[config.mk]
export PLATFORM = sky130hd
export DESIGN_NAME = eth_tx_arbiter
export DESIGN_NICKNAME = d
export VERILOG_FILES = /design/src/design/eth_switch_pkg.sv /design/src/design/eth_tx_arbiter.sv
export VERILOG_INCLUDE_DIRS = /design/src /design/src/include
export SDC_FILE = /design/constraint.sdc
export NUM_CORES = 1
export LEC_CHECK = 0
export BUFFER_PORTS_ARGS = -buffer_cell sky130_fd_sc_hd__buf_4
export CAP_MARGIN = 20
export CORE_AREA = 3 3 83 85
export CTS_CLUSTER_SIZE = 8
export DETAILED_ROUTE_END_ITERATION = 8
export DIE_AREA = 0 0 86 88
export PLACE_DENSITY = 0.62
export SYNTH_ARGS = -nofsm -noshare
export SYNTH_HDL_FRONTEND = slang
export SYNTH_SLANG_ARGS = --single-unit
[constraint.sdc]
create_clock -name i_reg_clk -period 1.75 [get_ports i_reg_clk]
set_input_delay 0.4375 -clock i_reg_clk [delete_from_list [all_inputs] [get_ports i_reg_clk]]
set_output_delay 0.4375 -clock i_reg_clk [all_outputs]
set_load 0.005 [all_outputs]
[src/include/eth_switch_defines.svh]
// Register map, reset defaults and buffer sizing for the Ethernet switch
// Offsets are byte addresses on a 14-bit register bus, one 32-bit word each

`ifndef ETH_SWITCH_DEFINES_SVH
`define ETH_SWITCH_DEFINES_SVH

// Register bus address width
`define ETH_REG_AWIDTH       14

// Register byte offsets
`define ETH_REG_MAC_LSB      14'h0000
`define ETH_REG_MAC_MSB      14'h0004
`define ETH_REG_IP           14'h1000
`define ETH_REG_UDP          14'h1004

// Reset values: MAC 00:80:2f:16:c5:2f, IP 192.168.10.2, ports 49154/49153
`define ETH_DEFAULT_MAC      48'h00802f16c52f
`define ETH_DEFAULT_IP       32'hc0a80a02
`define ETH_DEFAULT_UDP      {16'd49154, 16'd49153}

// Packet gate holds 2**N beats, must cover the longest packet
`define ETH_GATE_DEPTH_LOG2  6

`endif

[src/design/eth_switch_pkg.sv]
// Shared stream and register bus types for the Ethernet switch
// Beat user bit 3 is the receive error flag from the MAC

`include "eth_switch_defines.svh"

package eth_switch_pkg;

   // One 64-bit stream beat
   typedef struct packed {
      logic [63:0] data;
      logic [3:0]  user;
      logic        last;
   } axis_beat_t;

   // Single-cycle register write strobe
   typedef struct packed {
      logic                       req;
      logic [`ETH_REG_AWIDTH-1:0] addr;
      logic [31:0]                data;
   } reg_wr_t;

   // Register read request, response comes one cycle later
   typedef struct packed {
      logic                       req;
      logic [`ETH_REG_AWIDTH-1:0] addr;
   } reg_rd_req_t;

   typedef enum logic [1:0] {DEST_VITA, DEST_CPU, DEST_DROP} dest_e;

   typedef enum logic [1:0] {DISP_HEAD, DISP_PASS, DISP_DROP} disp_state_e;

   typedef enum logic [1:0] {ARB_IDLE, ARB_VITA, ARB_CPU} arb_state_e;

endpackage

[src/design/eth_tx_arbiter.sv]
// Two-input packet merge, whole packets only, alternating when both wait
// One idle cycle is spent between packets to settle the grant

`timescale 1ns/1ps

module eth_tx_arbiter
   import eth_switch_pkg::*;
(
   input  logic       i_reg_clk,
   input  logic       i_reset,
   input  axis_beat_t i_vita,
   input  logic       i_vita_valid,
   output logic       o_vita_ready,
   input  axis_beat_t i_cpu,
   input  logic       i_cpu_valid,
   output logic       o_cpu_ready,
   output axis_beat_t o_out,
   output logic       o_out_valid,
   input  logic       i_out_ready
);

   arb_state_e state;
   logic       last_cpu;
   logic       pick_cpu;

   // CPU wins if alone, or if VITA had the last turn
   assign pick_cpu = i_cpu_valid & (~i_vita_valid | ~last_cpu);

   always_ff @(posedge i_reg_clk) begin
      if (i_reset) begin
         state    <= ARB_IDLE;
         last_cpu <= 1'b0;
      end else begin
         case (state)
            ARB_IDLE: begin
               if (i_vita_valid | i_cpu_valid) begin
                  state    <= pick_cpu ? ARB_CPU : ARB_VITA;
                  last_cpu <= pick_cpu;
               end
            end
            ARB_VITA: if (i_vita_valid & i_out_ready & i_vita.last) state <= ARB_IDLE;
            ARB_CPU:  if (i_cpu_valid & i_out_ready & i_cpu.last) state <= ARB_IDLE;
            default:  state <= ARB_IDLE;
         endcase
      end
   end

   // ----------------------------------------
   // Granted path passes straight through
   // ----------------------------------------
   always_comb begin
      o_out        = (state == ARB_CPU) ? i_cpu : i_vita;
      o_out_valid  = 1'b0;
      o_vita_ready = 1'b0;
      o_cpu_ready  = 1'b0;
      if (state == ARB_VITA) begin
         o_out_valid  = i_vita_valid;
         o_vita_ready = i_out_ready;
      end else if (state == ARB_CPU) begin
         o_out_valid = i_cpu_valid;
         o_cpu_ready = i_out_ready;
      end
   end

endmodule

Yosys cells after proc, flatten, opt, wreduce, memory -nomap -nowiden
Cells that the tools add are included.

storage, ports and cells
  flip-flop bits (word level) = 3
  output and inout bits = 72
  logic and storage cells = 30

cells by class
  equality and inequality tests = 5
  multiplexer cells = 11
  bitwise gates (word level) = 9
  reductions and logical operators = 3

operators by type and width
  kind                                                  number
  two-way mux 69 bit                                    1
  two-way mux 2 bit                                     4
  != test 2 bit (second input constant)                 3
  one-hot mux 2 bit (3 select lines)                    1
  AND 1 bit                                             5
  two-way mux 1 bit                                     5
  AND reduction 3 bit                                   1
  equality test 2 x 1 -> 1 bit (second input constant)  1
  equality test 2 bit (second input constant)           1
  zero test 2 bit                                       1
  inverter 1 bit                                        2
  OR 1 bit                                              2
  AND reduction 2 bit                                   1

Longest topological paths before layout
  word-level depth = 6
  depth in mapped cells = 5
  gate-level depth less buffers = 3

Least setup slack after synthesis
OpenSTA, ideal clock, no wires.

  path type = register -> output
  from = register state[0]
  to = output o_out[0] (netlist name)
  arrival = 1.091 ns
  slack = 0.221 ns
  cell stages (with the launch flop) = 5
  buffers on the path = 2
  path through = dfxtp_1 -> nand2b_1 -> buf_6 -> buf_6 -> mux2_4

RTL lines
  what                      RTL line              RTL
  start: declaration        eth_tx_arbiter.sv:22  arb_state_e state;
  start signal: assignment  eth_tx_arbiter.sv:37  state <= pick_cpu ? ARB_CPU : ARB_VITA;
  end: declaration          eth_tx_arbiter.sv:17  output axis_beat_t o_out,

==> impl_metrics.ini <==
[timing]
tns_ns = -4.181
slew_headroom_pct = 77.88
tightest_slew_ns = 0.3234
whs_ns = 0.3939
clock.fmax_mhz = 542.0
setup_violations = 69
finalHoldViolCount = 0
rsz0062_at_grt = yes
period_needed_ns = 1.845
finalCritPeriodShare_pct = 105.4
maxSlewViolCount = 0
final.setup.worst_slack_ns = -0.09510
skew_ns = 0.001759

[clock_network]
clk_path_buf_depth = 2
cts_max_level = 1
ctsHoldBuffers = 0
insertion_delay_ns = 0.21
clk_pin_slew_worst_paths_ns = 0.03
tritoncts = done
cts.sinks = 3
cts-root-buf = clkbuf_8
cts_buffers = 3

[placed_design]
place_area_sq_um = 3012
hpwlAfterDp_mm = 5.266
port_buffers = 214
finalWeightedCongestion = 0.7391

[global_route]
antenna_found_initial = 0
grt_start_max_net_pins = 18
grt_pass1_vias = 1638
grt_pass1_wl_mm = 8.452
gr-usage-all-layers_pct = 13.87
grt_overflow = 0

[synthesis]
synth-compound-area-share_pct = 3.320
netlist_top_cells_area = mux2_4 (79%), buf_6 (7.0%), dfxtp_1 (4.7%)
synth_fa_ha_area_share_pct = 0
synth_ff_type = dfxtp_1
synthArstFlopShare_pct = 0
synth_top_area_share_pct = 78.52
synth.most_common_cell = mux2_4
synth_cell_types = 16
syn-num-nets = 243
synth-simple-area-share_pct = 3.809
postSynthAreaPerCell_sq_um = 12.81
syn_area_sq_um = 1281
ys_warn_count = 0
synth_top_area_cell = mux2_4
synth_top_family_by_area = multiplexers
synthMuxAreaShare_pct = 80.27
ys_ff_latch = 3
synthTopCellsByCount = mux2_4 (67), buf_6 (8), nand2_1 (4), nor2_1 (4)
synthXorXnorAreaFrac_pct = 0
synth_edf_count = 0
syn_inst = 100
yosysSeqAreaShare_pct = 4.688

[detailed_routing]
vias = 1692
drt-total-wl_mm = 6.230
drc = 0
routedWlPerCell_um = 15.61
ant_nets = 0
via_per_inst = 4.241
drt_iter0_drc = 15
dr.pass1.iters = 4

[power]
pwr-share-clk_pct = 13.5
power.leakage_uw = 0.001899
p_comb_share_pct = 80.7
switchingPower_uw = 397.8
irDropWorstVdd_uv = 361.4
swShare_pct = 27.05
powerDensity_nw_per_um2 = 444.9
internal_power_uw = 1073
seq_power_share_pct = 5.8

[worst_hold_path]
hold_start = i_reset
whs_path_depth = 2
hp-class = in -> reg
whs_endpoint = state[1]

[worst_setup_path]
worst-r2r-cell-count = 5
critPathLaunchType = flop
worstPathRequired_ns = 1.31
path_class = reg -> out
r2r_slack_ns = 0.56
worstSetupEndpointType = output pin
worstReg2RegEnd = last_cpu
cp_max_fo = 17
timing.rr.start = state[0]
cp.arrival_ns = 1.41

[finish]
stdcell_area_sq_um = 3306
drive_gt1_share_pct = 93.48
utilization_pct = 52.66
finalNetCount = 466
fill_cells = 585
diodes = 0
areaGrowthSynthToFinish_pct = 158.0

[status]
status = finished, violations left
violations = negative setup slack

[die]
io_pins = 215
start_util_pct = 20.41
die_h_um = 88
dieArea_sq_um = 7568
rows = 29
fp.coreArea_sq_um = 6277
die_x_um = 86

[job]
cap_violations = 0
## worst max-delay path: stages, from the launching register on
cell and delay, ns:
dfxtp_2 0.32, nand2b_4 0.22, buf_12 0.20, mux2_4 0.32, buf_6 0.12
## repair_timing
| item | 4_1_cts | 5_1_grt |
|---|---|---|
| resized for setup | 55 | 0 |
| gates cloned | 2 | 0 |
| setup endpoints to repair | 65 | 69 |
| buffers inserted | 2 | 0 |
## power by group through the flow
stage	logic [uW]	clock network, uW	registers, uW
3_3_place_gp	1050	0	83.4
4_1_cts	1200	203	85.3
6_report	1190	198	85.9
2_1_floorplan	488	0	84.4
5_1_grt	1260	208	87.6
3_5_place_dp	1060	0	83.9
## worst max path at each step
stage	from	to	slack, ns	cells past startpoint
2_1_floorplan	state[0]	o_out[0]	0.22	4
6_report	state[0]	o_out[48]	-0.1	4
4_1_cts	state[0]	o_out[48]	-0.11	4
3_5_place_dp	state[0]	o_out[48]	0.04	4
3_3_place_gp	state[0]	o_out[40]	0.06	4
5_1_grt	state[0]	o_out[23]	-0.15	4
## layout by cell type, fill, tap and decap left out
cell type    n
buf_4      170
mux2_4      69
buf_6       50
nand2_1      4
nor2_1       4
buf_12       4
inv_1        3
clkbuf_8     3
dfxtp_2      2
nand2b_4     1
o22ai_1      1
nor3_1       1
nor3b_1      1
a311oi_1     1
o21ai_0      1
a2111oi_0    1
a31o_1       1
a21oi_1      1
clkbuf_1     1
buf_16       1
nand2b_2     1
dfxtp_1      1
## sequential cells by signal, indices dropped and copies added, names as in the netlist
name	count
last_cpu	1
state	2
## area by class of cell
type / instances / area (sq um) / area share (%)
repair buffers: 225 / 1947 / 58.89
multi-input cells: 87 / 1144 / 34.60
well taps: 77 / 96.34 / 2.914
flip-flops and latches: 3 / 62.56 / 1.893
clock buffers: 4 / 45.04 / 1.363
inverters: 3 / 11.26 / 0.3407
## metrics by stage
stage / std cells / power [uW] / setup slack [ns]
2_1_floorplan: 100 / 572.3 / 0.2213
3_3_place_gp: 391 / 1136 / 0.05889
3_5_place_dp: 391 / 1148 / 0.03719
4_1_cts: 399 / 1486 / -0.1082
5_1_grt: 399 / 1551 / -0.1496
6_report: 399 / 1471 / -0.09510
## per-layer routing
layer	part of all wire, %	track usage [%]	routed length (um)	vias to the layer above
li1	-	-	-	819
met1	33	15.99	2085	789
met2	59	27.54	3664	82
met3	7.3	2.070	452	2
met4	0.43	1.439	27	0
met5	0	0	0	-
## logic make-up (layout without fill, tap and decap cells)
logic type / Yosys count / count (layout)
compound gates: 6 / 6
simple gates: 11 / 12
flops: 3 / 3
buf+inv: 11 / 232
mux: 69 / 69
(Power assumes the default switching activity.)
