--- src/include/eth_switch_defines.svh ---
// Register map, reset defaults and buffer sizing for the Ethernet switch
// Offsets are byte addresses on a 14-bit register bus, one 32-bit word each

`ifndef ETH_SWITCH_DEFINES_SVH
`define ETH_SWITCH_DEFINES_SVH

// Register bus address width
`define ETH_REG_AWIDTH       14

// Register byte offsets
`define ETH_REG_MAC_LSB      14'h0000
`define ETH_REG_MAC_MSB      14'h0004
`define ETH_REG_IP           14'h1000
`define ETH_REG_UDP          14'h1004

// Reset values: MAC 00:80:2f:16:c5:2f, IP 192.168.10.2, ports 49154/49153
`define ETH_DEFAULT_MAC      48'h00802f16c52f
`define ETH_DEFAULT_IP       32'hc0a80a02
`define ETH_DEFAULT_UDP      {16'd49154, 16'd49153}

// Packet gate holds 2**N beats, must cover the longest packet
`define ETH_GATE_DEPTH_LOG2  6

`endif

--- src/design/eth_switch_pkg.sv ---
// Shared stream and register bus types for the Ethernet switch
// Beat user bit 3 is the receive error flag from the MAC

`include "eth_switch_defines.svh"

package eth_switch_pkg;

   // One 64-bit stream beat
   typedef struct packed {
      logic [63:0] data;
      logic [3:0]  user;
      logic        last;
   } axis_beat_t;

   // Single-cycle register write strobe
   typedef struct packed {
      logic                       req;
      logic [`ETH_REG_AWIDTH-1:0] addr;
      logic [31:0]                data;
   } reg_wr_t;

   // Register read request, response comes one cycle later
   typedef struct packed {
      logic                       req;
      logic [`ETH_REG_AWIDTH-1:0] addr;
   } reg_rd_req_t;

   typedef enum logic [1:0] {DEST_VITA, DEST_CPU, DEST_DROP} dest_e;

   typedef enum logic [1:0] {DISP_HEAD, DISP_PASS, DISP_DROP} disp_state_e;

   typedef enum logic [1:0] {ARB_IDLE, ARB_VITA, ARB_CPU} arb_state_e;

endpackage

--- src/design/eth_pkt_gate.sv ---
// Store-and-forward gate, a packet is released only after its last beat
// The error flag is sampled on the last beat; bad packets are discarded
// A packet longer than the buffer depth stalls the input forever

`timescale 1ns/1ps
`include "eth_switch_defines.svh"

module eth_pkt_gate
   import eth_switch_pkg::*;
(
   input  logic       i_reg_clk,
   input  logic       i_reset,
   input  axis_beat_t i_in,
   input  logic       i_in_valid,
   output logic       o_in_ready,
   output axis_beat_t o_out,
   output logic       o_out_valid,
   input  logic       i_out_ready
);

   localparam int AW    = `ETH_GATE_DEPTH_LOG2;
   localparam int DEPTH = 1 << AW;

   axis_beat_t  ram [DEPTH];

   // Pointers carry one extra wrap bit
   logic [AW:0] wr_ptr;
   logic [AW:0] commit_ptr;
   logic [AW:0] rd_ptr;
   logic [AW:0] used;
   logic        wr_en;
   logic        rd_en;

   // Occupancy counts uncommitted beats too
   assign used       = wr_ptr - rd_ptr;
   assign o_in_ready = ~used[AW];
   assign wr_en      = i_in_valid & o_in_ready;

   // ----------------------------------------
   // Write side
   // ----------------------------------------
   always_ff @(posedge i_reg_clk) begin
      if (wr_en)
         ram[wr_ptr[AW-1:0]] <= i_in;
   end

   always_ff @(posedge i_reg_clk) begin
      if (i_reset) begin
         wr_ptr     <= '0;
         commit_ptr <= '0;
      end else if (wr_en) begin
         if (!i_in.last) begin
            wr_ptr <= wr_ptr + 1'b1;
         end else if (i_in.user[3]) begin
            // Rewind over the whole bad packet
            wr_ptr <= commit_ptr;
         end else begin
            wr_ptr     <= wr_ptr + 1'b1;
            commit_ptr <= wr_ptr + 1'b1;
         end
      end
   end

   // ----------------------------------------
   // Read side, one output register
   // ----------------------------------------
   assign rd_en = (rd_ptr != commit_ptr) & (~o_out_valid | i_out_ready);

   always_ff @(posedge i_reg_clk) begin
      if (i_reset) begin
         rd_ptr      <= '0;
         o_out_valid <= 1'b0;
      end else if (rd_en) begin
         rd_ptr      <= rd_ptr + 1'b1;
         o_out_valid <= 1'b1;
      end else if (i_out_ready) begin
         o_out_valid <= 1'b0;
      end
   end

   always_ff @(posedge i_reg_clk) begin
      if (rd_en)
         o_out <= ram[rd_ptr[AW-1:0]];
   end

endmodule

--- config.mk ---
export PLATFORM = sky130hd
export DESIGN_NAME = eth_pkt_gate
export DESIGN_NICKNAME = d
export VERILOG_FILES = /design/src/design/eth_switch_pkg.sv /design/src/design/eth_pkt_gate.sv
export VERILOG_INCLUDE_DIRS = /design/src /design/src/include
export SDC_FILE = /design/constraint.sdc
export NUM_CORES = 2
export LEC_CHECK = 0
export BUFFER_PORTS_ARGS = -buffer_cell sky130_fd_sc_hd__buf_2
export CORE_MARGIN = 2
export CORE_UTILIZATION = 55
export CTS_CLUSTER_DIAMETER = 50
export DETAILED_ROUTE_END_ITERATION = 8
export MAX_ROUTING_LAYER = met4
export PLACE_DENSITY = 0.71
export REMOVE_ABC_BUFFERS = 1
export SETUP_SLACK_MARGIN = 0.4
export SYNTH_ARGS = -nofsm -noshare
export SYNTH_HDL_FRONTEND = slang
export SYNTH_MEMORY_MAX_BITS = 65536
export SYNTH_SLANG_ARGS = --single-unit
--- constraint.sdc ---
create_clock -name i_reg_clk -period 11.63 [get_ports i_reg_clk]
set_clock_uncertainty 0.2 [all_clocks]
set_input_delay 3.489 -clock i_reg_clk [delete_from_list [all_inputs] [get_ports i_reg_clk]]
set_output_delay 3.489 -clock i_reg_clk [all_outputs]
set_load 0.1 [all_outputs]
---- Word-level counts from Yosys, hierarchy flattened ----
Memory sizes are Yosys's and may differ from the RTL's. A register that Yosys moved wholly into a read port is not among the register bits.
Index checks and enable logic that the tools add are counted.
storage, ports and cells
  register bits after elaboration ......... 22
  RAM bits ................................ 4416
  input bits .............................. 73
  output and inout port bits .............. 71
  logic and storage cells ................. 22
  memories kept ........................... 1
memories
  memory  depth  bits a word  rd ports  clocked after memory_dff  write ports  line                source
  ram     64     69           1         1                         1            eth_pkt_gate.sv:24  axis_beat_t ram [DEPTH];
operators by class
  $add $sub $neg .......................... 3
  eq/ne operators ......................... 1
  muxes and demuxes ....................... 6
  bitwise logic cells ..................... 5
  reduce and logical (&&, ||, !) cells .... 2
operator list
  kind                                         count
  adder 7 x 1 -> 7 bit, second input constant  2
  2-to-1 mux 7 bit                             2
  != test 7 bit                                1
  subtractor 7 bit                             1
  2-to-1 mux 1 bit                             4
  bitwise AND 1 bit                            2
  inverter 1 bit                               2
  AND reduction 2 bit                          1
  nonzero test 2 bit                           1
  bitwise OR 1 bit                             1

---- Logic depth before layout (Yosys ltp) ----
  word-level depth ........................ 5
  mapped depth ............................ 12
  mapped depth without buffers ............ 7

---- Least setup slack after synthesis ----
No wires, ideal clock.
  path type ............................... input to register
  start point ............................. input i_in_valid
  end point ............................... memory ram[58][0] (netlist name) (enable)
  library setup time ...................... 0.497 ns
  arrival time ............................ 7.500 ns
  data required time ...................... 10.933 ns
  slack ................................... 3.434 ns
  stages .................................. 5
  path buffers ............................ 1
  path through ............................ nor2b_1 mux2i_1 or4b_2 buf_2 nor2_1
between the ends
  word-level cells in the longest chain between the ends .. 3
RTL lines
  item                                    line                source
  from (decl)                             eth_pkt_gate.sv:14  input logic i_in_valid,
  bitwise AND 1 bit                       eth_pkt_gate.sv:37  assign wr_en = i_in_valid & o_in_ready;
  2-to-1 mux 1 bit                        eth_pkt_gate.sv:43  if (wr_en)
  2-to-1 mux 1 bit (implied by the code)  eth_pkt_gate.sv:44  ram[wr_ptr[AW-1:0]] <= i_in;
  to (decl)                               eth_pkt_gate.sv:24
No other way between the ends.

---- Worst setup path after layout ----
  start point ............................. register rd_ptr[1]
  end point ............................... output o_in_ready
between the ends
  word-level cells in the longest chain between the ends .. 2
RTL lines
  item                    line                source
  from (decl)             eth_pkt_gate.sv:29  logic [AW:0] rd_ptr;
  from (signal assigned)  eth_pkt_gate.sv:74  rd_ptr <= rd_ptr + 1'b1;
  subtractor 7 bit        eth_pkt_gate.sv:35  assign used = wr_ptr - rd_ptr;
  inverter 1 bit          eth_pkt_gate.sv:36  assign o_in_ready = ~used[AW];
  to (decl)               eth_pkt_gate.sv:15  output logic o_in_ready,
No other way between the ends.

==> results.tsv <==
stage	metric	value	unit
run_status	status	complete, no violations	
grt	overflow	0	
setup_path	cp_max_fo	49	
die	fp.dieH	561	µm
timing	period_minus_slack	7.78	ns
placement	dp_cells	11500	
setup_path	reg2regPathDepth	9	
clock_tree	numCtsBuffers	452	
timing	maxSlewHeadroom	0.0726	
setup_path	crit_start	rd_ptr[1]	
finish	syn2layout_area_growth	12.4	%
timing	period_share	0.669	
placement	dp_hpwl	240	mm
setup_path	reg2reg_slack	5.46	ns
hold_path	min_to	wr_ptr[6]	
clock_tree	cts_sinks	4507	
setup_path	worstPathArrival	4.09	ns
finish	final_cell_mix	edfxtp_1 (4485), mux4_2 (1038), clkbuf_16 (455)	
timing	finalHoldViolations	0	
synth	yosys.cell_types.count	50	
clock_tree	cts_root_buf	clkbuf_16	
synth	synth_xor_area_frac	0.00103	
setup_path	r2r-end	ram[36][5]	
drt	vias	83300	
timing	fmax	0.129	GHz
synth	ys.warnings.count	0	
power_and_ir_drop	p_leak	0.0590	µW
grt	antenna_found_initial	29	
setup_path	r2r-start	rd_ptr[1]	
synth	synth_compound_area_frac	0.0269	
hold_path	hold_start	wr_ptr[6]	
clock_tree	cts_tree	built	
grt	grt_usage	0.282	
die	ios	144	
drt	via_per_inst	6.73	
clock_tree	post_cts_resize_count	0	
timing	rsz0062_at_grt	false	
power_and_ir_drop	worst_ir_drop_vdd	0.198	mV
clock_tree	clkTransAtPathRegs	0.06	ns
grt	grt_start_max_net_pins	134	
timing	fin_setup_tns	0	ns
setup_path	critPathSlowestCell	dfxtp_4	
die	num_rows	204	
die	dieArea	315000	µm²
job	maxCapViolCount	0	
die	die_w	561	µm
placement	place.gp.congestion	0.845	
power_and_ir_drop	powerDensity	218	nW/µm²
setup_path	start_kind	flip-flop	
grt	grt_pass1_wl	614	mm
synth	yosys-mux-area-fraction	0.157	
drt	drtAntennaViolNets	0	
synth	ys_seq_elements	4507	
timing	drv_slew	0	
synth	synth_area_per_cell	23.0	µm²
die	core_area	309000	µm²
synth	synthAdderAreaFrac	0.000513	
synth	syn_area	171000	µm²
drt	totalWireLength	432	mm
clock_tree	postCtsSetupBuffers	0	
finish	drive_gt1_frac	0.264	
synth	ys_seq_area_frac	0.791	
grt	grt_pass1_vias	82400	
finish	layout_commonest_cell	edfxtp_1	
setup_path	path_cells	inv_6 > ha_1 > a21oi_1 > o221ai_2 > xnor2_1 > buf_2	
timing	setup_viol	0	
clock_tree	insertion_delay	1.01	ns
setup_path	crit_buf_inv	2	
drt	routedWlPerCell	34.9	µm
drt	drtPass1Iterations	6	
synth	synthSimpleGateAreaFrac	0.0118	
synth	ys.flop_type	edfxtp_1	
clock_tree	ctsHoldBuffers	0	
setup_path	crit_required	7.94	ns
setup_path	path_class	reg -> out	
finish	fin_nets	7942	
setup_path	cpPeakStageDelay	0.99	ns
setup_path	endpoint_kind	output pin	
clock_tree	htreeDepth	5	
synth	ys_async_sr_fraction	0	
placement	portBuffers	143	
finish	layout.cells.non_filler	12400	
hold_path	min_path_type	reg -> reg	
die	initial_core_util	0.553	
setup_path	critical-path-top-delay-family	flip-flops	
timing	worst_pin_slew	1.38	ns
hold_path	hold_path_depth	2	
drt	drc_errors	0	
synth	synth_top_family_by_area	multiplexers	
synth	synth-edff-count	4485	
clock_tree	cts_buffer_depth	4	
synth	synthCells	7440	
drt	drt_iter0_drc	13200	
## sequential cells by signal, indices dropped and copies added, names as in the netlist
| register | count |
|---|---|
| wr_ptr | 7 |
| rd_ptr | 7 |
| commit_ptr | 7 |
| o_out_valid | 1 |
| ram | 4416 |
| o_out | 69 |
## kinds of logic after synthesis
family,count (synthesis)
fa+ha+maj,7
mux,1382
compound gates,652
simple gates,439
xor+xnor,20
flops,4507
buf+inv,433
## worst register-to-register path, delay by kind of cell, from the launching register on
kind | cells | cell delay (ns)
AO/OA/AOI/OAI | 2 | 0.43
adder cells (fa/ha/maj) | 1 | 0.42
buffers and inverters | 3 | 1.53
flip-flops | 1 | 0.99
multiplexers | 1 | 0.35
AND/OR/NAND/NOR | 2 | 1.72
## power breakdown
| part | switching [µW] | leakage, µW | internal, µW |
|---|---|---|---|
| sequential | 272 | 0.0406 | 18400 |
| combinational | 5450 | 0.0114 | 3460 |
| clock | 6220 | 0.00708 | 8090 |
| total | 11900 | 0.0590 | 30000 |
## stage by stage
| stage | worst slack [ns] | power [µW] | utilization | area [µm²] | hold WS, ns |
|---|---|---|---|---|---|
| after floorplan | -40.48 | 27000 | - | 169000 | 0.264 |
| after global placement | 4.05 | 27900 | 0.574 | 177000 | 0.297 |
| after detailed placement | 3.99 | 28000 | 0.574 | 177000 | 0.300 |
| after CTS | 3.77 | 42100 | 0.622 | 192000 | 0.309 |
| after global routing | 3.78 | 43200 | 0.622 | 192000 | 0.322 |
| final | 3.85 | 41900 | 0.622 | 192000 | 0.310 |
## how the worst max path moves through the flow
stage                             to  cells after the start  slack (ns)
final                     o_in_ready                      6        3.85
after global placement    ram[3][24]                      6        4.05
after detailed placement  ram[3][30]                      6        3.99
after floorplan            o_out[68]                      5      -40.48
after global routing      o_in_ready                      6        3.78
after CTS                 o_in_ready                      6        3.77
## per-layer routing
layer	wire, µm	up-vias	global-route usage	share of wire
li1	-	32700	-	-
met1	167000	44500	0.404	0.39
met2	203000	5415	0.418	0.47
met3	51000	670	0.0631	0.12
met4	11100	0	0.0684	0.026
met5	0	-	-	0
## cell usage after synthesis (all sizes together), types with 44 or more instances
library cell	instances	area share
o22ai	71	0.0026
mux4	1038	0.14
a21oi	128	0.0037
nand2	150	0.0033
edfxtp	4485	0.79
nor2	113	0.0025
a211o	44	0.0023
o221ai	46	0.0024
and3	47	0.0017
nand3	73	0.0021
buf	225	0.0073
clkbuf	203	0.0045
a22oi	179	0.0079
a211oi	74	0.0033
mux2i	343	0.020
## cell type report
type	count	area, µm²
Inverter	5	33.8
Sequential cell	4507	135000
Fill cell	20300	117000
Antenna cell	18	45.0
Timing Repair Buffer	396	2750
Tap cell	4120	5150
Clock inverter	285	2990
Clock buffer	546	11700
Multi-Input combinational cell	2500	34300
No activity file was read; power rests on OpenSTA's default activity.
