==> src/include/eth_switch_defines.svh <==
// Register map, reset defaults and buffer sizing for the Ethernet switch
// Offsets are byte addresses on a 14-bit register bus, one 32-bit word each

`ifndef ETH_SWITCH_DEFINES_SVH
`define ETH_SWITCH_DEFINES_SVH

// Register bus address width
`define ETH_REG_AWIDTH       14

// Register byte offsets
`define ETH_REG_MAC_LSB      14'h0000
`define ETH_REG_MAC_MSB      14'h0004
`define ETH_REG_IP           14'h1000
`define ETH_REG_UDP          14'h1004

// Reset values: MAC 00:80:2f:16:c5:2f, IP 192.168.10.2, ports 49154/49153
`define ETH_DEFAULT_MAC      48'h00802f16c52f
`define ETH_DEFAULT_IP       32'hc0a80a02
`define ETH_DEFAULT_UDP      {16'd49154, 16'd49153}

// Packet gate holds 2**N beats, must cover the longest packet
`define ETH_GATE_DEPTH_LOG2  6

`endif

==> src/design/eth_switch_pkg.sv <==
// Shared stream and register bus types for the Ethernet switch
// Beat user bit 3 is the receive error flag from the MAC

`include "eth_switch_defines.svh"

package eth_switch_pkg;

   // One 64-bit stream beat
   typedef struct packed {
      logic [63:0] data;
      logic [3:0]  user;
      logic        last;
   } axis_beat_t;

   // Single-cycle register write strobe
   typedef struct packed {
      logic                       req;
      logic [`ETH_REG_AWIDTH-1:0] addr;
      logic [31:0]                data;
   } reg_wr_t;

   // Register read request, response comes one cycle later
   typedef struct packed {
      logic                       req;
      logic [`ETH_REG_AWIDTH-1:0] addr;
   } reg_rd_req_t;

   typedef enum logic [1:0] {DEST_VITA, DEST_CPU, DEST_DROP} dest_e;

   typedef enum logic [1:0] {DISP_HEAD, DISP_PASS, DISP_DROP} disp_state_e;

   typedef enum logic [1:0] {ARB_IDLE, ARB_VITA, ARB_CPU} arb_state_e;

endpackage

==> src/design/eth_switch_regs.sv <==
// Switch configuration registers: MAC, IP and the two UDP ports
// Writes to unmapped addresses are ignored, reads of them get no response

`timescale 1ns/1ps
`include "eth_switch_defines.svh"

module eth_switch_regs
   import eth_switch_pkg::*;
(
   input  logic        i_reg_clk,
   input  logic        i_reset,
   input  reg_wr_t     i_wr,
   input  reg_rd_req_t i_rd,
   output logic        o_reg_rd_resp,
   output logic [31:0] o_reg_rd_data,
   output logic [47:0] o_my_mac,
   output logic [31:0] o_my_ip,
   output logic [15:0] o_udp_port0,
   output logic [15:0] o_udp_port1
);

   // ----------------------------------------
   // Write decode
   // ----------------------------------------
   always_ff @(posedge i_reg_clk) begin
      if (i_reset) begin
         o_my_mac                   <= `ETH_DEFAULT_MAC;
         o_my_ip                    <= `ETH_DEFAULT_IP;
         {o_udp_port1, o_udp_port0} <= `ETH_DEFAULT_UDP;
      end else if (i_wr.req) begin
         case (i_wr.addr)
            `ETH_REG_MAC_LSB: o_my_mac[31:0]             <= i_wr.data;
            // Only the top two MAC octets live here
            `ETH_REG_MAC_MSB: o_my_mac[47:32]            <= i_wr.data[15:0];
            `ETH_REG_IP:      o_my_ip                    <= i_wr.data;
            `ETH_REG_UDP:     {o_udp_port1, o_udp_port0} <= i_wr.data;
            default: ;
         endcase
      end
   end

   // ----------------------------------------
   // Read response, one cycle after request
   // ----------------------------------------
   always_ff @(posedge i_reg_clk) begin
      if (i_reset) begin
         o_reg_rd_resp <= 1'b0;
      end else begin
         o_reg_rd_resp <= 1'b0;
         if (i_rd.req) begin
            case (i_rd.addr)
               `ETH_REG_MAC_LSB,
               `ETH_REG_MAC_MSB,
               `ETH_REG_IP,
               `ETH_REG_UDP: o_reg_rd_resp <= 1'b1;
               default:      o_reg_rd_resp <= 1'b0;
            endcase
         end
      end
   end

   // Read data only matters while the response is high
   always_ff @(posedge i_reg_clk) begin
      if (i_rd.req) begin
         case (i_rd.addr)
            `ETH_REG_MAC_LSB: o_reg_rd_data <= o_my_mac[31:0];
            `ETH_REG_MAC_MSB: o_reg_rd_data <= {16'b0, o_my_mac[47:32]};
            `ETH_REG_IP:      o_reg_rd_data <= o_my_ip;
            `ETH_REG_UDP:     o_reg_rd_data <= {o_udp_port1, o_udp_port0};
            default:          o_reg_rd_data <= 32'b0;
         endcase
      end
   end

endmodule

==> config.mk <==
export PLATFORM = sky130hd
export DESIGN_NAME = eth_switch_regs
export DESIGN_NICKNAME = d
export VERILOG_FILES = /design/src/design/eth_switch_pkg.sv /design/src/design/eth_switch_regs.sv
export VERILOG_INCLUDE_DIRS = /design/src /design/src/include
export SDC_FILE = /design/constraint.sdc
export NUM_CORES = 1
export LEC_CHECK = 0
export BUFFER_PORTS_ARGS = -buffer_cell sky130_fd_sc_hd__buf_2
export CAP_MARGIN = 30
export CORE_MARGIN = 2
export CORE_UTILIZATION = 46
export CTS_CLUSTER_DIAMETER = 60
export DETAILED_ROUTE_END_ITERATION = 7
export PLACE_DENSITY = 0.84
export RECOVER_POWER = 100
export SETUP_SLACK_MARGIN = 0.2
export SYNTH_ARGS = -nofsm -noshare
export SYNTH_HDL_FRONTEND = slang
export SYNTH_SLANG_ARGS = --single-unit
==> constraint.sdc <==
create_clock -name i_reg_clk -period 1.7 [get_ports i_reg_clk]
set_clock_uncertainty 0.15 [all_clocks]
set_input_delay 0.255 -clock i_reg_clk [delete_from_list [all_inputs] [get_ports i_reg_clk]]
set_output_delay 0.255 -clock i_reg_clk [all_outputs]
set_load 0.1 [all_outputs]
Yosys cells after proc, flatten, opt, wreduce, memory -nomap -nowiden
Index checks and enable logic that the tools add are counted.
{"block": "totals", "wordCells": 24, "output_inout_bits": 145, "in_bits": 64, "regBits": 145}
{"block": "op_classes", "n_reduce_logical": 8, "n_mux": 2, "eq_ne": 6, "bitwise_logic": 1}
{"cell": "one-hot mux 32 bit (4 select lines)", "count": 1}
{"cell": "equality test 14 x 13 -> 1 bit, second input constant", "count": 4}
{"cell": "equality test 14 x 3 -> 1 bit, second input constant", "count": 2}
{"cell": "zero test 14 bit", "count": 2}
{"cell": "AND reduction 2 bit", "count": 4}
{"cell": "OR reduction 4 bit", "count": 1}
{"cell": "OR reduction 2 bit", "count": 1}
{"cell": "2-to-1 mux 1 bit", "count": 1}
{"cell": "inverter 1 bit", "count": 1}

Logic depth before layout (Yosys ltp)
{"block": "depth", "word_depth": 3, "mapped_depth": 6, "mapped_depth_nobuf": 3}

Least setup slack after synthesis
Ideal clock, no wire load.
{"block": "synth_timing", "path_type": "input to register", "startpoint": "in i_rd[12] (netlist bit)", "endpoint": "reg o_reg_rd_data[12], data pin", "path_slack_ns": -0.091, "path_stages": 4, "required_time_ns": 1.284, "setup_ns": 0.266, "n_path_buf": 2, "arrival_ns": 1.374, "path_cell_list": "buf_2 buf_2 mux4_2 nor2b_1"}
{"block": "synth_between", "elab_chain_len": 2, "word_cells_on_any_way": 5, "cone_classes": "eq/ne: 3; mux: 1; reduce/logical: 1"}
{"element": "start, declared", "line": "eth_switch_regs.sv:13", "rtl": "input reg_rd_req_t i_rd,"}
{"element": "equality test 14 x 13 -> 1 bit, or another cell as far along", "line": "eth_switch_regs.sv:65", "rtl": "case (i_rd.addr)"}
{"element": "one-hot mux 32 bit (4 select lines) *", "line": "eth_switch_regs.sv:65"}
{"element": "end signal, assigned", "line": "eth_switch_regs.sv:66", "rtl": "`ETH_REG_MAC_LSB: o_reg_rd_data <= o_my_mac[31:0];"}
{"element": "end signal, assigned", "line": "eth_switch_regs.sv:67", "rtl": "`ETH_REG_MAC_MSB: o_reg_rd_data <= {16'b0, o_my_mac[47:32]};"}
{"element": "end signal, assigned", "line": "eth_switch_regs.sv:68", "rtl": "`ETH_REG_IP: o_reg_rd_data <= o_my_ip;"}
{"element": "end, declared", "line": "eth_switch_regs.sv:15", "rtl": "output logic [31:0] o_reg_rd_data,"}
Mark *: on every way between the ends. The rest lies on a longest branch, timed or not.
A chain may end at the register's enable or synchronous reset.

Worst setup path in the final report
{"block": "layout_timing", "startpoint": "reg o_reg_rd_data[28]", "endpoint": "out o_reg_rd_data[28]"}
No word-level cell between the ends.

==> summary.txt <==
GRT
  – GRT Util Overall: 0.247
  – Gr ovfl total: 0
  – Antenna violations before repair: 0
  – Vias in the first global route: 5406
  – First-pass GRT wire length: 28.0 mm
  – Largest net degree at the start of global routing: 61

STA
  – Tmin final: about 1.6 ns
  – Slew Limit Fails: 0
  – Measured slew at the worst slew-check pin: just over 1 ns
  – Tcrit/Tclk final: 0.925
  – Max Freq: between 0.6 and 0.7 GHz
  – Slew HR: 0.311
  – TNS Setup: 0 ns
  – Final setup violation count: 0
  – Final hold vios: 0
  – RSZ-0062 raised after global routing: no

Clock tree
  – Clock latency on the worst-skew pair: about 0.42 ns
  – H-tree Lvls: 4
  – Setup bufs post-CTS: 0
  – Clock transition at path regs: roughly 0.06 ns
  – Clock Sinks: approximately 150
  – Clk root buf: clkbuf_16
  – CTS buffer count: 17
  – Clock buffer depth: 2
  – CTS tree: yes

Layout
  – Area occupied by multi-input gates: around 3100 um2
  – Fraction of layout cells with a size suffix above 1: 0.488
  – # diodes: 0
  – FF+latch area: 3420 um2
  – Fin cells: between 900 and 1000
  – Fillers: approximately 1000
  – Layout Nets: 868
  – Area grow syn2layout: 44.5%

Floorplanning
  – Row count: 43
  – IO Pins: roughly 210
  – DIE WIDTH: 123 um
  – Die Span Y: roughly 120 um
  – Total die area: 15000 um2
  – Initial core utilization: 0.468
  – CORE AREA: ~14000 um2

Critical path
  – Setup crit end kind: primary output
  – Critical path class: reg2out
  – Internal reg-to-reg setup slack: ~0.34 ns
  – Crit path max-delay family: buffers and inverters
  – Crit Reg-Reg Endpoint: o_reg_rd_data[6]
  – Critical path's largest stage delay: between 0.4 and 0.5 ns
  – Reg2reg path depth: 2
  – Stages on the worst setup path: 1
  – CP cell instances: buf_2
  – Worst Path Max Fanout: 1
  – Worst Setup EP: o_reg_rd_data[28]
  – Buffers plus inverters on the worst setup path: 1
  – CP startpoint: o_reg_rd_data[28]
  – Critical path arrival: roughly 1.2 ns
  – Critical R2R Launch: o_udp_port0[6]
  – WP data required: 1.29 ns
  – Startpoint Class: flip-flop
  – Crit-path slowest cell: buf_2

Min path
  – HP Class: in2reg

Outcome
  – Run status: finished clean

Drt
  – Drt via density: ~5.3
  – Drt first pass iters: 5
  – Via count: approximately 5300
  – Antenna Violating Nets Remaining: 0
  – DRC viols: 0
  – Routed wire per std cell: 18.2 um
  – Final wirelength: 18.2 mm
  – Initial DRC Count: ~340

Place
  – Placed cell count: ~940
  – Placer Congestion: 0.756
  – IO buf count: approximately 210
  – Detail Placement HPWL: approximately 12 mm

Yosys
  – Register area share after synthesis: 0.498
  – Synth area leaders: dfxtp_1 35%, mux2i_1 17%, edfxtp_1 15%, nand2b_1 11%, mux4_2 5.6%
  – Share of the synthesized area in the top cell type: 0.350
  – Syn Inst Count: between 500 and 600
  – Post-synth cell types: 21
  – Synth warn: 0
  – Mapped Nets: between 600 and 700
  – #FFs+latches synth: around 150
  – Mapped cell area: around 6500 um2
  – Yosys top cell by area: dfxtp_1
  – Post-synthesis area per instance: roughly 11 um2

Power and ir drop
  – Leakage dissipation: ~4.5 nW
  – Peak supply drop: 662 uV
  – PwrDens: 878 nW/um2
  – Pwr Total: 8.21 mW

Flow run
  – Maxcap violations: 0
[cell type report]
| class | count | area share |
|---|---|---|
| clock buffer | 22 | 0.0566 |
| tap | 180 | 0.0241 |
| multi-input combinational | 378 | 0.329 |
| clock inverter | 10 | 0.0120 |
| timing repair buffer | 262 | 0.212 |
| sequential | 145 | 0.366 |
[through the flow]
stage,hold WS (ns),utilization,cell area (um2),setup slack (ns)
floorplan,0.217,-,6790,0.0607
global placement,0.313,0.595,8230,0.0810
detailed placement,0.318,0.595,8230,0.0571
CTS,0.0221,0.687,9500,0.202
global route,0.0520,0.676,9350,0.101
finish,0.0365,0.676,9350,0.128
[cells in the mapped netlist]
library cell / number
a22oi_1: 16
buf_2: 14
buf_6: 1
clkbuf_1: 26
dfxtp_1: 113
edfxtp_1: 32
mux2_2: 16
mux2i_1: 112
mux4_2: 16
nand2b_1: 112
nand3_1: 1
nand4_4: 4
nor2_1: 74
nor2b_1: 16
nor3_2: 1
nor3b_1: 1
nor4_1: 4
nor4_4: 1
nor4b_1: 2
nor4b_4: 1
nor4bb_1: 1
[worst min-delay path by stage]
stage | slack, ns | start | endpoint | cells after the start
floorplan | 0.22 | i_rd[14] | o_reg_rd_data[0] | 0
global placement | 0.31 | o_my_ip[27] | o_my_ip[27] | 2
detailed placement | 0.32 | o_my_ip[15] | o_my_ip[15] | 2
CTS | 0.02 | i_wr[22] | o_my_ip[22] | 3
global route | 0.05 | i_wr[16] | o_my_mac[16] | 3
finish | 0.04 | i_wr[22] | o_my_ip[22] | 3
[metal layers]
layer  GRT usage  part of all wire
met1       0.287              0.40
met3      0.0632             0.067
met5           0                 0
met4       0.130             0.034
met2       0.417              0.50
[logic make-up (layout without fill, tap and decap cells)]
| kind of cell | Yosys count | count (layout) | synth area share |
|---|---|---|---|
| simple gates | 218 | 218 | 0.198 |
| flops | 145 | 145 | 0.498 |
| mux | 144 | 144 | 0.257 |
| buf+inv | 41 | 294 | 0.0277 |
| compound gates | 16 | 16 | 0.0186 |
[what timing repair did]
action	in CTS	in global routing
gates resized for setup	146	17
hold endpoints to repair	67	0
hold buffers	26	0
setup endpoints to repair	145	17
[where the power goes]
| part | internal (mW) | switching, mW |
|---|---|---|
| Combinational | 0.278 | 0.445 |
| Clock | 2.52 | 1.47 |
| Sequential | 3.49 | 0.00902 |
| Total | 6.28 | 1.93 |
[placed cells by master, fill, tap and decap left out, drive strengths merged]
| cell type | count |
|---|---|
| mux2 | 16 |
| nand2b | 112 |
| nor4bb | 1 |
| dlygate4sd3 | 26 |
| mux2i | 112 |
| clkinv | 5 |
| nand3 | 1 |
| a22oi | 16 |
| nand4 | 4 |
| edfxtp | 32 |
| mux4 | 16 |
| nor3b | 1 |
| nor4b | 3 |
| buf | 187 |
| nor2 | 74 |
| bufinv | 2 |
| clkbuf | 71 |
| nor3 | 1 |
| dfxtp | 113 |
| inv | 3 |
| nor4 | 5 |
| nor2b | 16 |
[registers in the layout, summed over array words and instances (netlist names)]
register       flops
o_udp_port1       16
o_reg_rd_data     32
o_my_mac          48
o_reg_rd_resp      1
o_udp_port0       16
o_my_ip           32
Note: power is estimated with default switching activity, not from simulation.
