**config.mk**
```make
export PLATFORM = sky130hd
export DESIGN_NAME = eth_dispatch
export DESIGN_NICKNAME = d
export VERILOG_FILES = /design/src/design/eth_switch_pkg.sv /design/src/design/eth_dispatch.sv
export VERILOG_INCLUDE_DIRS = /design/src /design/src/include
export SDC_FILE = /design/constraint.sdc
export NUM_CORES = 1
export LEC_CHECK = 0
export BUFFER_PORTS_ARGS = -buffer_cell sky130_fd_sc_hd__buf_2
export CAP_MARGIN = 10
export CORE_AREA = 10 10 120 122
export DETAILED_ROUTE_END_ITERATION = 6
export DIE_AREA = 0 0 130 132
export MAX_ROUTING_LAYER = met4
export PLACE_DENSITY_LB_ADDON = 0.15
export SETUP_SLACK_MARGIN = 0.4
export SLEW_MARGIN = 40
export SYNTH_ARGS = -nofsm -noshare
export SYNTH_HDL_FRONTEND = slang
export SYNTH_SLANG_ARGS = --single-unit
export TNS_END_PERCENT = 50
```
**constraint.sdc**
```tcl
create_clock -name i_reg_clk -period 2.5 [get_ports i_reg_clk]
set_input_delay 0.5 -clock i_reg_clk [delete_from_list [all_inputs] [get_ports i_reg_clk]]
set_output_delay 0.5 -clock i_reg_clk [all_outputs]
set_load 0.005 [all_outputs]
```
**src/include/eth_switch_defines.svh**
```systemverilog
// Register map, reset defaults and buffer sizing for the Ethernet switch
// Offsets are byte addresses on a 14-bit register bus, one 32-bit word each

`ifndef ETH_SWITCH_DEFINES_SVH
`define ETH_SWITCH_DEFINES_SVH

// Register bus address width
`define ETH_REG_AWIDTH       14

// Register byte offsets
`define ETH_REG_MAC_LSB      14'h0000
`define ETH_REG_MAC_MSB      14'h0004
`define ETH_REG_IP           14'h1000
`define ETH_REG_UDP          14'h1004

// Reset values: MAC 00:80:2f:16:c5:2f, IP 192.168.10.2, ports 49154/49153
`define ETH_DEFAULT_MAC      48'h00802f16c52f
`define ETH_DEFAULT_IP       32'hc0a80a02
`define ETH_DEFAULT_UDP      {16'd49154, 16'd49153}

// Packet gate holds 2**N beats, must cover the longest packet
`define ETH_GATE_DEPTH_LOG2  6

`endif

```
**src/design/eth_switch_pkg.sv**
```systemverilog
// Shared stream and register bus types for the Ethernet switch
// Beat user bit 3 is the receive error flag from the MAC

`include "eth_switch_defines.svh"

package eth_switch_pkg;

   // One 64-bit stream beat
   typedef struct packed {
      logic [63:0] data;
      logic [3:0]  user;
      logic        last;
   } axis_beat_t;

   // Single-cycle register write strobe
   typedef struct packed {
      logic                       req;
      logic [`ETH_REG_AWIDTH-1:0] addr;
      logic [31:0]                data;
   } reg_wr_t;

   // Register read request, response comes one cycle later
   typedef struct packed {
      logic                       req;
      logic [`ETH_REG_AWIDTH-1:0] addr;
   } reg_rd_req_t;

   typedef enum logic [1:0] {DEST_VITA, DEST_CPU, DEST_DROP} dest_e;

   typedef enum logic [1:0] {DISP_HEAD, DISP_PASS, DISP_DROP} disp_state_e;

   typedef enum logic [1:0] {ARB_IDLE, ARB_VITA, ARB_CPU} arb_state_e;

endpackage

```
**src/design/eth_dispatch.sv**
```systemverilog
// Routes each packet by its head beat: data[47:0] is the destination MAC,
// data[63:48] the destination UDP port. The IP address is not checked

`timescale 1ns/1ps

module eth_dispatch
   import eth_switch_pkg::*;
(
   input  logic        i_reg_clk,
   input  logic        i_reset,
   input  axis_beat_t  i_in,
   input  logic        i_in_valid,
   output logic        o_in_ready,
   input  logic [47:0] i_my_mac,
   input  logic [15:0] i_udp_port0,
   input  logic [15:0] i_udp_port1,
   output axis_beat_t  o_vita,
   output logic        o_vita_valid,
   input  logic        i_vita_ready,
   output axis_beat_t  o_cpu,
   output logic        o_cpu_valid,
   input  logic        i_cpu_ready
);

   disp_state_e state;
   dest_e       head_dest;
   dest_e       dest_q;
   axis_beat_t  head_q;
   logic        head_pend;
   axis_beat_t  out_beat;
   logic        out_valid;
   logic        dest_ready;
   logic        out_xfer;

   // Classify the beat at the input
   always_comb begin
      if (i_in.data[47:0] != i_my_mac)
         head_dest = DEST_DROP;
      else if (i_in.data[63:48] == i_udp_port0 || i_in.data[63:48] == i_udp_port1)
         head_dest = DEST_VITA;
      else
         head_dest = DEST_CPU;
   end

   assign dest_ready = (dest_q == DEST_VITA) ? i_vita_ready : i_cpu_ready;

   // ----------------------------------------
   // Output select
   // ----------------------------------------
   always_comb begin
      out_beat   = i_in;
      out_valid  = 1'b0;
      o_in_ready = 1'b0;
      case (state)
         DISP_HEAD: o_in_ready = 1'b1;
         DISP_PASS: begin
            if (head_pend) begin
               out_beat  = head_q;
               out_valid = 1'b1;
            end else begin
               out_valid  = i_in_valid;
               o_in_ready = dest_ready;
            end
         end
         default:   o_in_ready = 1'b1;
      endcase
   end

   assign out_xfer     = out_valid & dest_ready;
   assign o_vita       = out_beat;
   assign o_cpu        = out_beat;
   assign o_vita_valid = out_valid & (dest_q == DEST_VITA);
   assign o_cpu_valid  = out_valid & (dest_q == DEST_CPU);

   // ----------------------------------------
   // FSM
   // ----------------------------------------
   always_ff @(posedge i_reg_clk) begin
      if (i_reset) begin
         state     <= DISP_HEAD;
         dest_q    <= DEST_DROP;
         head_pend <= 1'b0;
      end else begin
         case (state)
            DISP_HEAD: begin
               if (i_in_valid) begin
                  dest_q <= head_dest;
                  if (head_dest == DEST_DROP) begin
                     state <= i_in.last ? DISP_HEAD : DISP_DROP;
                  end else begin
                     head_pend <= 1'b1;
                     state     <= DISP_PASS;
                  end
               end
            end
            DISP_PASS: begin
               if (out_xfer) begin
                  head_pend <= 1'b0;
                  if (out_beat.last)
                     state <= DISP_HEAD;
               end
            end
            default: begin
               // Swallow the rest of a dropped packet
               if (i_in_valid && i_in.last)
                  state <= DISP_HEAD;
            end
         endcase
      end
   end

   always_ff @(posedge i_reg_clk) begin
      if (state == DISP_HEAD && i_in_valid)
         head_q <= i_in;
   end

endmodule

```
## Word level (Yosys, flattened, before mapping)

Cells that the tools add are included.

| operators by class | value |
|---|---|
| mux-type cells | 20 |
| multiply operators | 0 |
| eq/ne operators | 10 |
| bitwise operators | 3 |
| reductions and logical operators | 10 |
| shifts and indexed selects | 0 |
| add/sub/neg operators | 0 |
| magnitude comparators | 0 |
| divide/modulo/power cells | 0 |

Operator list:

| operator | number |
|---|---|
| 69-bit two-way mux | 2 |
| 48-bit != test | 1 |
| 16-bit == test | 2 |
| 2-bit two-way mux | 7 |
| 1-bit two-way mux | 9 |
| 2-bit != test, second input constant | 4 |
| 4-bit AND reduction | 2 |
| 2-bit by 1-bit == test with 1-bit output, second input constant | 2 |
| 2-bit logical NOT | 2 |
| 2-bit one-hot mux with 2 select lines | 1 |
| 1-bit AND | 3 |
| 3-bit nonzero test | 1 |
| 2-bit == test, second input constant | 1 |
| 1-bit logical AND | 2 |
| 1-bit one-hot mux with 2 select lines | 1 |
| 2-bit AND reduction | 1 |
| 2-bit nonzero test | 1 |
| 1-bit logical OR | 1 |

| word-level totals | value |
|---|---|
| bits in registers | 74 |
| memories kept | 0 |
| bits in latches | 0 |
| memory bits (read-only) | 0 |
| input bits | 154 |
| output and inout port bits | 141 |
| bits in writable memories | 0 |
| logic and storage cells | 49 |

## Depth between registers and ports, before layout

| logic depth | value |
|---|---|
| depth in word-level cells | 8 |
| mapped depth | 5 |
| gate-level depth less buffers | 5 |

## Worst setup path before layout

No wires, ideal clock.

| timing path | value |
|---|---|
| path kind | input to register |
| from | in i_in_valid |
| to | reg dest_q[0] |
| setup time | 86 ps |
| arrival time | 2472 ps |
| path buffers | 0 |
| data required time | 2414 ps |
| path slack | -59 ps |
| cell stages on the path | 4 |
| cells stage by stage | nand2_1 inv_1 nand2_1 o31ai_2 |

| on the way | value |
|---|---|
| cells in the longest elaborated chain, start to end | 1 |

RTL lines:

| item | RTL line | source |
|---|---|---|
| start: declaration | eth_dispatch.sv:12 | `input logic i_in_valid,` |
| 2-bit AND reduction (no line) | -- |  |
| end signal: assignment | eth_dispatch.sv:87 | `dest_q <= head_dest;` |
| end: declaration | eth_dispatch.sv:27 | `dest_e dest_q;` |

No other way between the ends.
A chain may end at the register's enable or synchronous reset.

==> results.md <==
## Outcome
• **result of the run** complete, no violations

## Route
• **routed via count** 3593
• **number of search-and-repair iterations in the first detailed-routing pass** 4
• **routed via count divided by cell count** 4.76
• **initial DRC count** 203
• **post-route ant nets** 0
• **sum of routed wire segments on met1** 6150 um
• **DRC violations left** 0
• **top routing layer used** met4
• **Met3 Wirelength** 1040 um
• **met2 wire len** 7530 um
• **drt total wl** 15000 um
• **WL per Instance** 19.9 um

## Critical path
• **Worst path max stage delay** 340 ps
• **buffers plus inverters on the worst setup path** 4
• **Worst path depth** 6
• **Worst Setup End Kind** output port
• **crit-path max FO** 9
• **Data required, critical path** 2000 ps
• **CP Class** reg -> out
• **launch point of the worst reg-to-reg path** state[1]
• **Max stage delay cell, worst path** dfxtp_4
• **worst setup slack for register-to-register paths** 680 ps
• **family with the most delay on the worst path** buffers and inverters
• **critical path arrival** 1740 ps
• **list of cells traversed by the critical path** nand3b_1 -> buf_4 -> buf_6 -> clkbuf_16 -> mux2_2 -> buf_2
• **depth of the worst register-to-register path** 7
• **end of the critical path** o_cpu[56]
• **Crit. Startpoint** state[1]
• **worst flop-to-flop path endpoint** dest_q[1]
• **element type at the critical path start** register

## Timing
• **unrepaired setup endpoints after global routing** yes
• **fin. max-slew vios** 0
• **time the worst path needs with I/O delays and setup** 2240 ps
• **final number of setup-violating endpoints** 0
• **ratio of final minimum period to clock period** 89.8%
• **slew at the pin closest to its max-slew limit** 517 ps
• **final setup slack of the worst path** 255 ps
• **setup TNS** 0 ps
• **Worst slew margin** 65.2%
• **Clock Skew** 3.50 ps
• **highest clock frequency the design can meet** 445 MHz
• **Final Hold Viols** 0
• **worst hold slack after final layout** 356 ps

## Power and ir drop
• **P_leak** 2.82 nW
• **largest vdd supply drop** 0.000330 V
• **power density over cell area** 521 mW/mm2
• **Internal** 2.52 mW
• **sequential share of power** 44.5%
• **Clk network pwr share** 37.4%
• **total net switching power** 0.782 mW
• **combinational group share of total power** 18.1%
• **share of total power consumed by net switching** 23.7%
• **overall power consumption** 3.31 mW

## Floorplanning
• **height of the chip** 132 um
• **Core ar.** 0.0119 mm2
• **width of the chip** 130 um
• **initial core utilization** 38.7%
• **I/O pin total** 295
• **total number of placement rows** 40
• **Die Area** 0.0172 mm2

## Placement
• **DP Cell Count** 726
• **DPL Wire Length** 11900 um
• **standard cell area after detailed placement** 0.00579 mm2
• **last weighted congestion value of the routability-driven placer** 0.775
• **setup slack at placement** 467 ps
• **Port-buffer cells** 294

## Finish
• **net count of the finished layout** 756
• **number of cells in the finished layout apart from fillers** 755
• **share of post-route cells with drive strength above 1** 66.1%
• **fill cell total of the finished layout** 1070
• **end-of-flow core utilization** 53.3%
• **post-layout instance area** 0.00635 mm2
• **layout overhead on the synthesized area** 37.9%

## Clock tree
• **hold_buf cts** 0
• **# clock sinks** 74
• **Clock H-tree levels** 3
• **root cell of the clock tree** clkbuf_16
• **clock-pin slew on the worst setup and hold paths** 60 ps
• **TritonCTS clock tree** done
• **Worst-Skew Late Latency** 330 ps
• **TritonCTS Buffers** 9
• **Max Buffers Root-to-Sink** 2

## Global routing
• **wire length of the first global-routing pass** 22000 um
• **Remaining Overflow, GRT** 0
• **Total GRT Usage** 16.9%
• **vias in the first global route** 4022
• **antenna violations before repair** 1
• **pin count of the biggest net entering global routing** 33

## Logic synthesis
• **Yosys cell types** 30
• **synthesized netlist cell count** 357
• **fraction of the yosys area taken by sequential cells** 47.2%
• **top cell type's share of synthesized area** 45.0%
• **number of flip-flops and latches in the synthesized netlist** 74
• **commonest cells in the netlist** 70 x mux2_2, 69 x buf_4, 69 x edfxtp_1
• **most frequent cell after synthesis** mux2_2
• **net count after synthesis** 511
• **number of flops mapped to enable cells by yosys** 69
• **Yosys warning count** 0
• **largest cells by area after synthesis** edfxtp_1 45%, mux2_2 17%, buf_4 11%
• **Primary FF master, synth** edfxtp_1
• **async set or reset register ratio after synthesis** 0%
• **total standard cell area after synthesis** 0.00460 mm2
• **post-synthesis area per instance** 12.9 um2
• **Yosys top cell by area** edfxtp_1

## Run
• **Max Cap Viol** 0

## Hold path
• **worst min path class** in -> reg

## area by class of cell
class | instances | area [um2] | area share (%)
clock buffers | 12 | 236 | 3.72
diodes | 1 | 2.50 | 0.0394
flip-flops and latches | 74 | 2180 | 34.3
well taps | 147 | 184 | 2.90
repair buffers | 310 | 1810 | 28.5
multi-input cells | 205 | 1880 | 29.6
clock inverters | 4 | 42.5 | 0.670
inverters | 2 | 11.3 | 0.177
## worst min-delay path by stage
stage / start / to / cells after the start
global route: i_in[1] / head_q[1] / 1
global placement: dest_q[0] / dest_q[0] / 2
CTS: i_in[1] / head_q[1] / 1
finish: i_in[1] / head_q[1] / 1
floorplan: dest_q[0] / dest_q[0] / 2
detailed placement: dest_q[0] / dest_q[0] / 2
## per-layer routing
metal | vias to the layer above | global-route usage (%)
li1 | 1726 | -
met1 | 1678 | 19.4
met2 | 166 | 28.0
met3 | 23 | 3.78
met4 | 0 | 6.13
met5 | - | -
## timing repair
action	CTS	global route
endpoints found under the setup margin	139	139
gates cloned	3	3
resized for setup	10	7
buffers inserted	5	1
pin swaps	0	1
## registers in the layout, indices dropped and copies added, names as in the netlist
signal and flops:
dest_q 2, head_pend 1, head_q 69, state 2
## power groups by stage
stage               sequential, mW  combinational (mW)  clock (mW)
floorplan                     1.50               0.321           0
global placement              1.50               0.589           0
detailed placement            1.50               0.594           0
CTS                           1.47               0.605        1.27
global route                  1.48               0.658        1.32
finish                        1.47               0.598        1.24
## logic make-up (layout without fill, tap and decap cells)
logic type             after synthesis  count (layout)  synth area share [%]
AO/OA/AOI/OAI                       12              12                  2.04
XOR/XNOR                            80              80                  15.2
buffers and inverters               78             328                  12.2
flip-flops                          74              74                  47.2
multiplexers                        70              70                  17.1
other                                0               1                     0
AND/OR/NAND/NOR                     43              43                  6.28
## layout by cell type (no fill, tap or decap), types with 2 or more instances in the layout
cell type	count
nor2_1	5
o21ai_0	3
nor4b_1	2
buf_2	289
buf_16	2
clkinv_1	2
clkbuf_1	3
nor4_2	2
buf_12	5
dfxtp_4	2
xnor2_1	48
mux2_2	67
nand2_1	5
buf_4	3
nor4_1	9
dfxtp_1	2
clkbuf_16	12
mux2_4	3
edfxtp_1	69
buf_6	7
xor2_1	32
nand4_1	14
No activity file was read; power rests on OpenSTA's default activity.
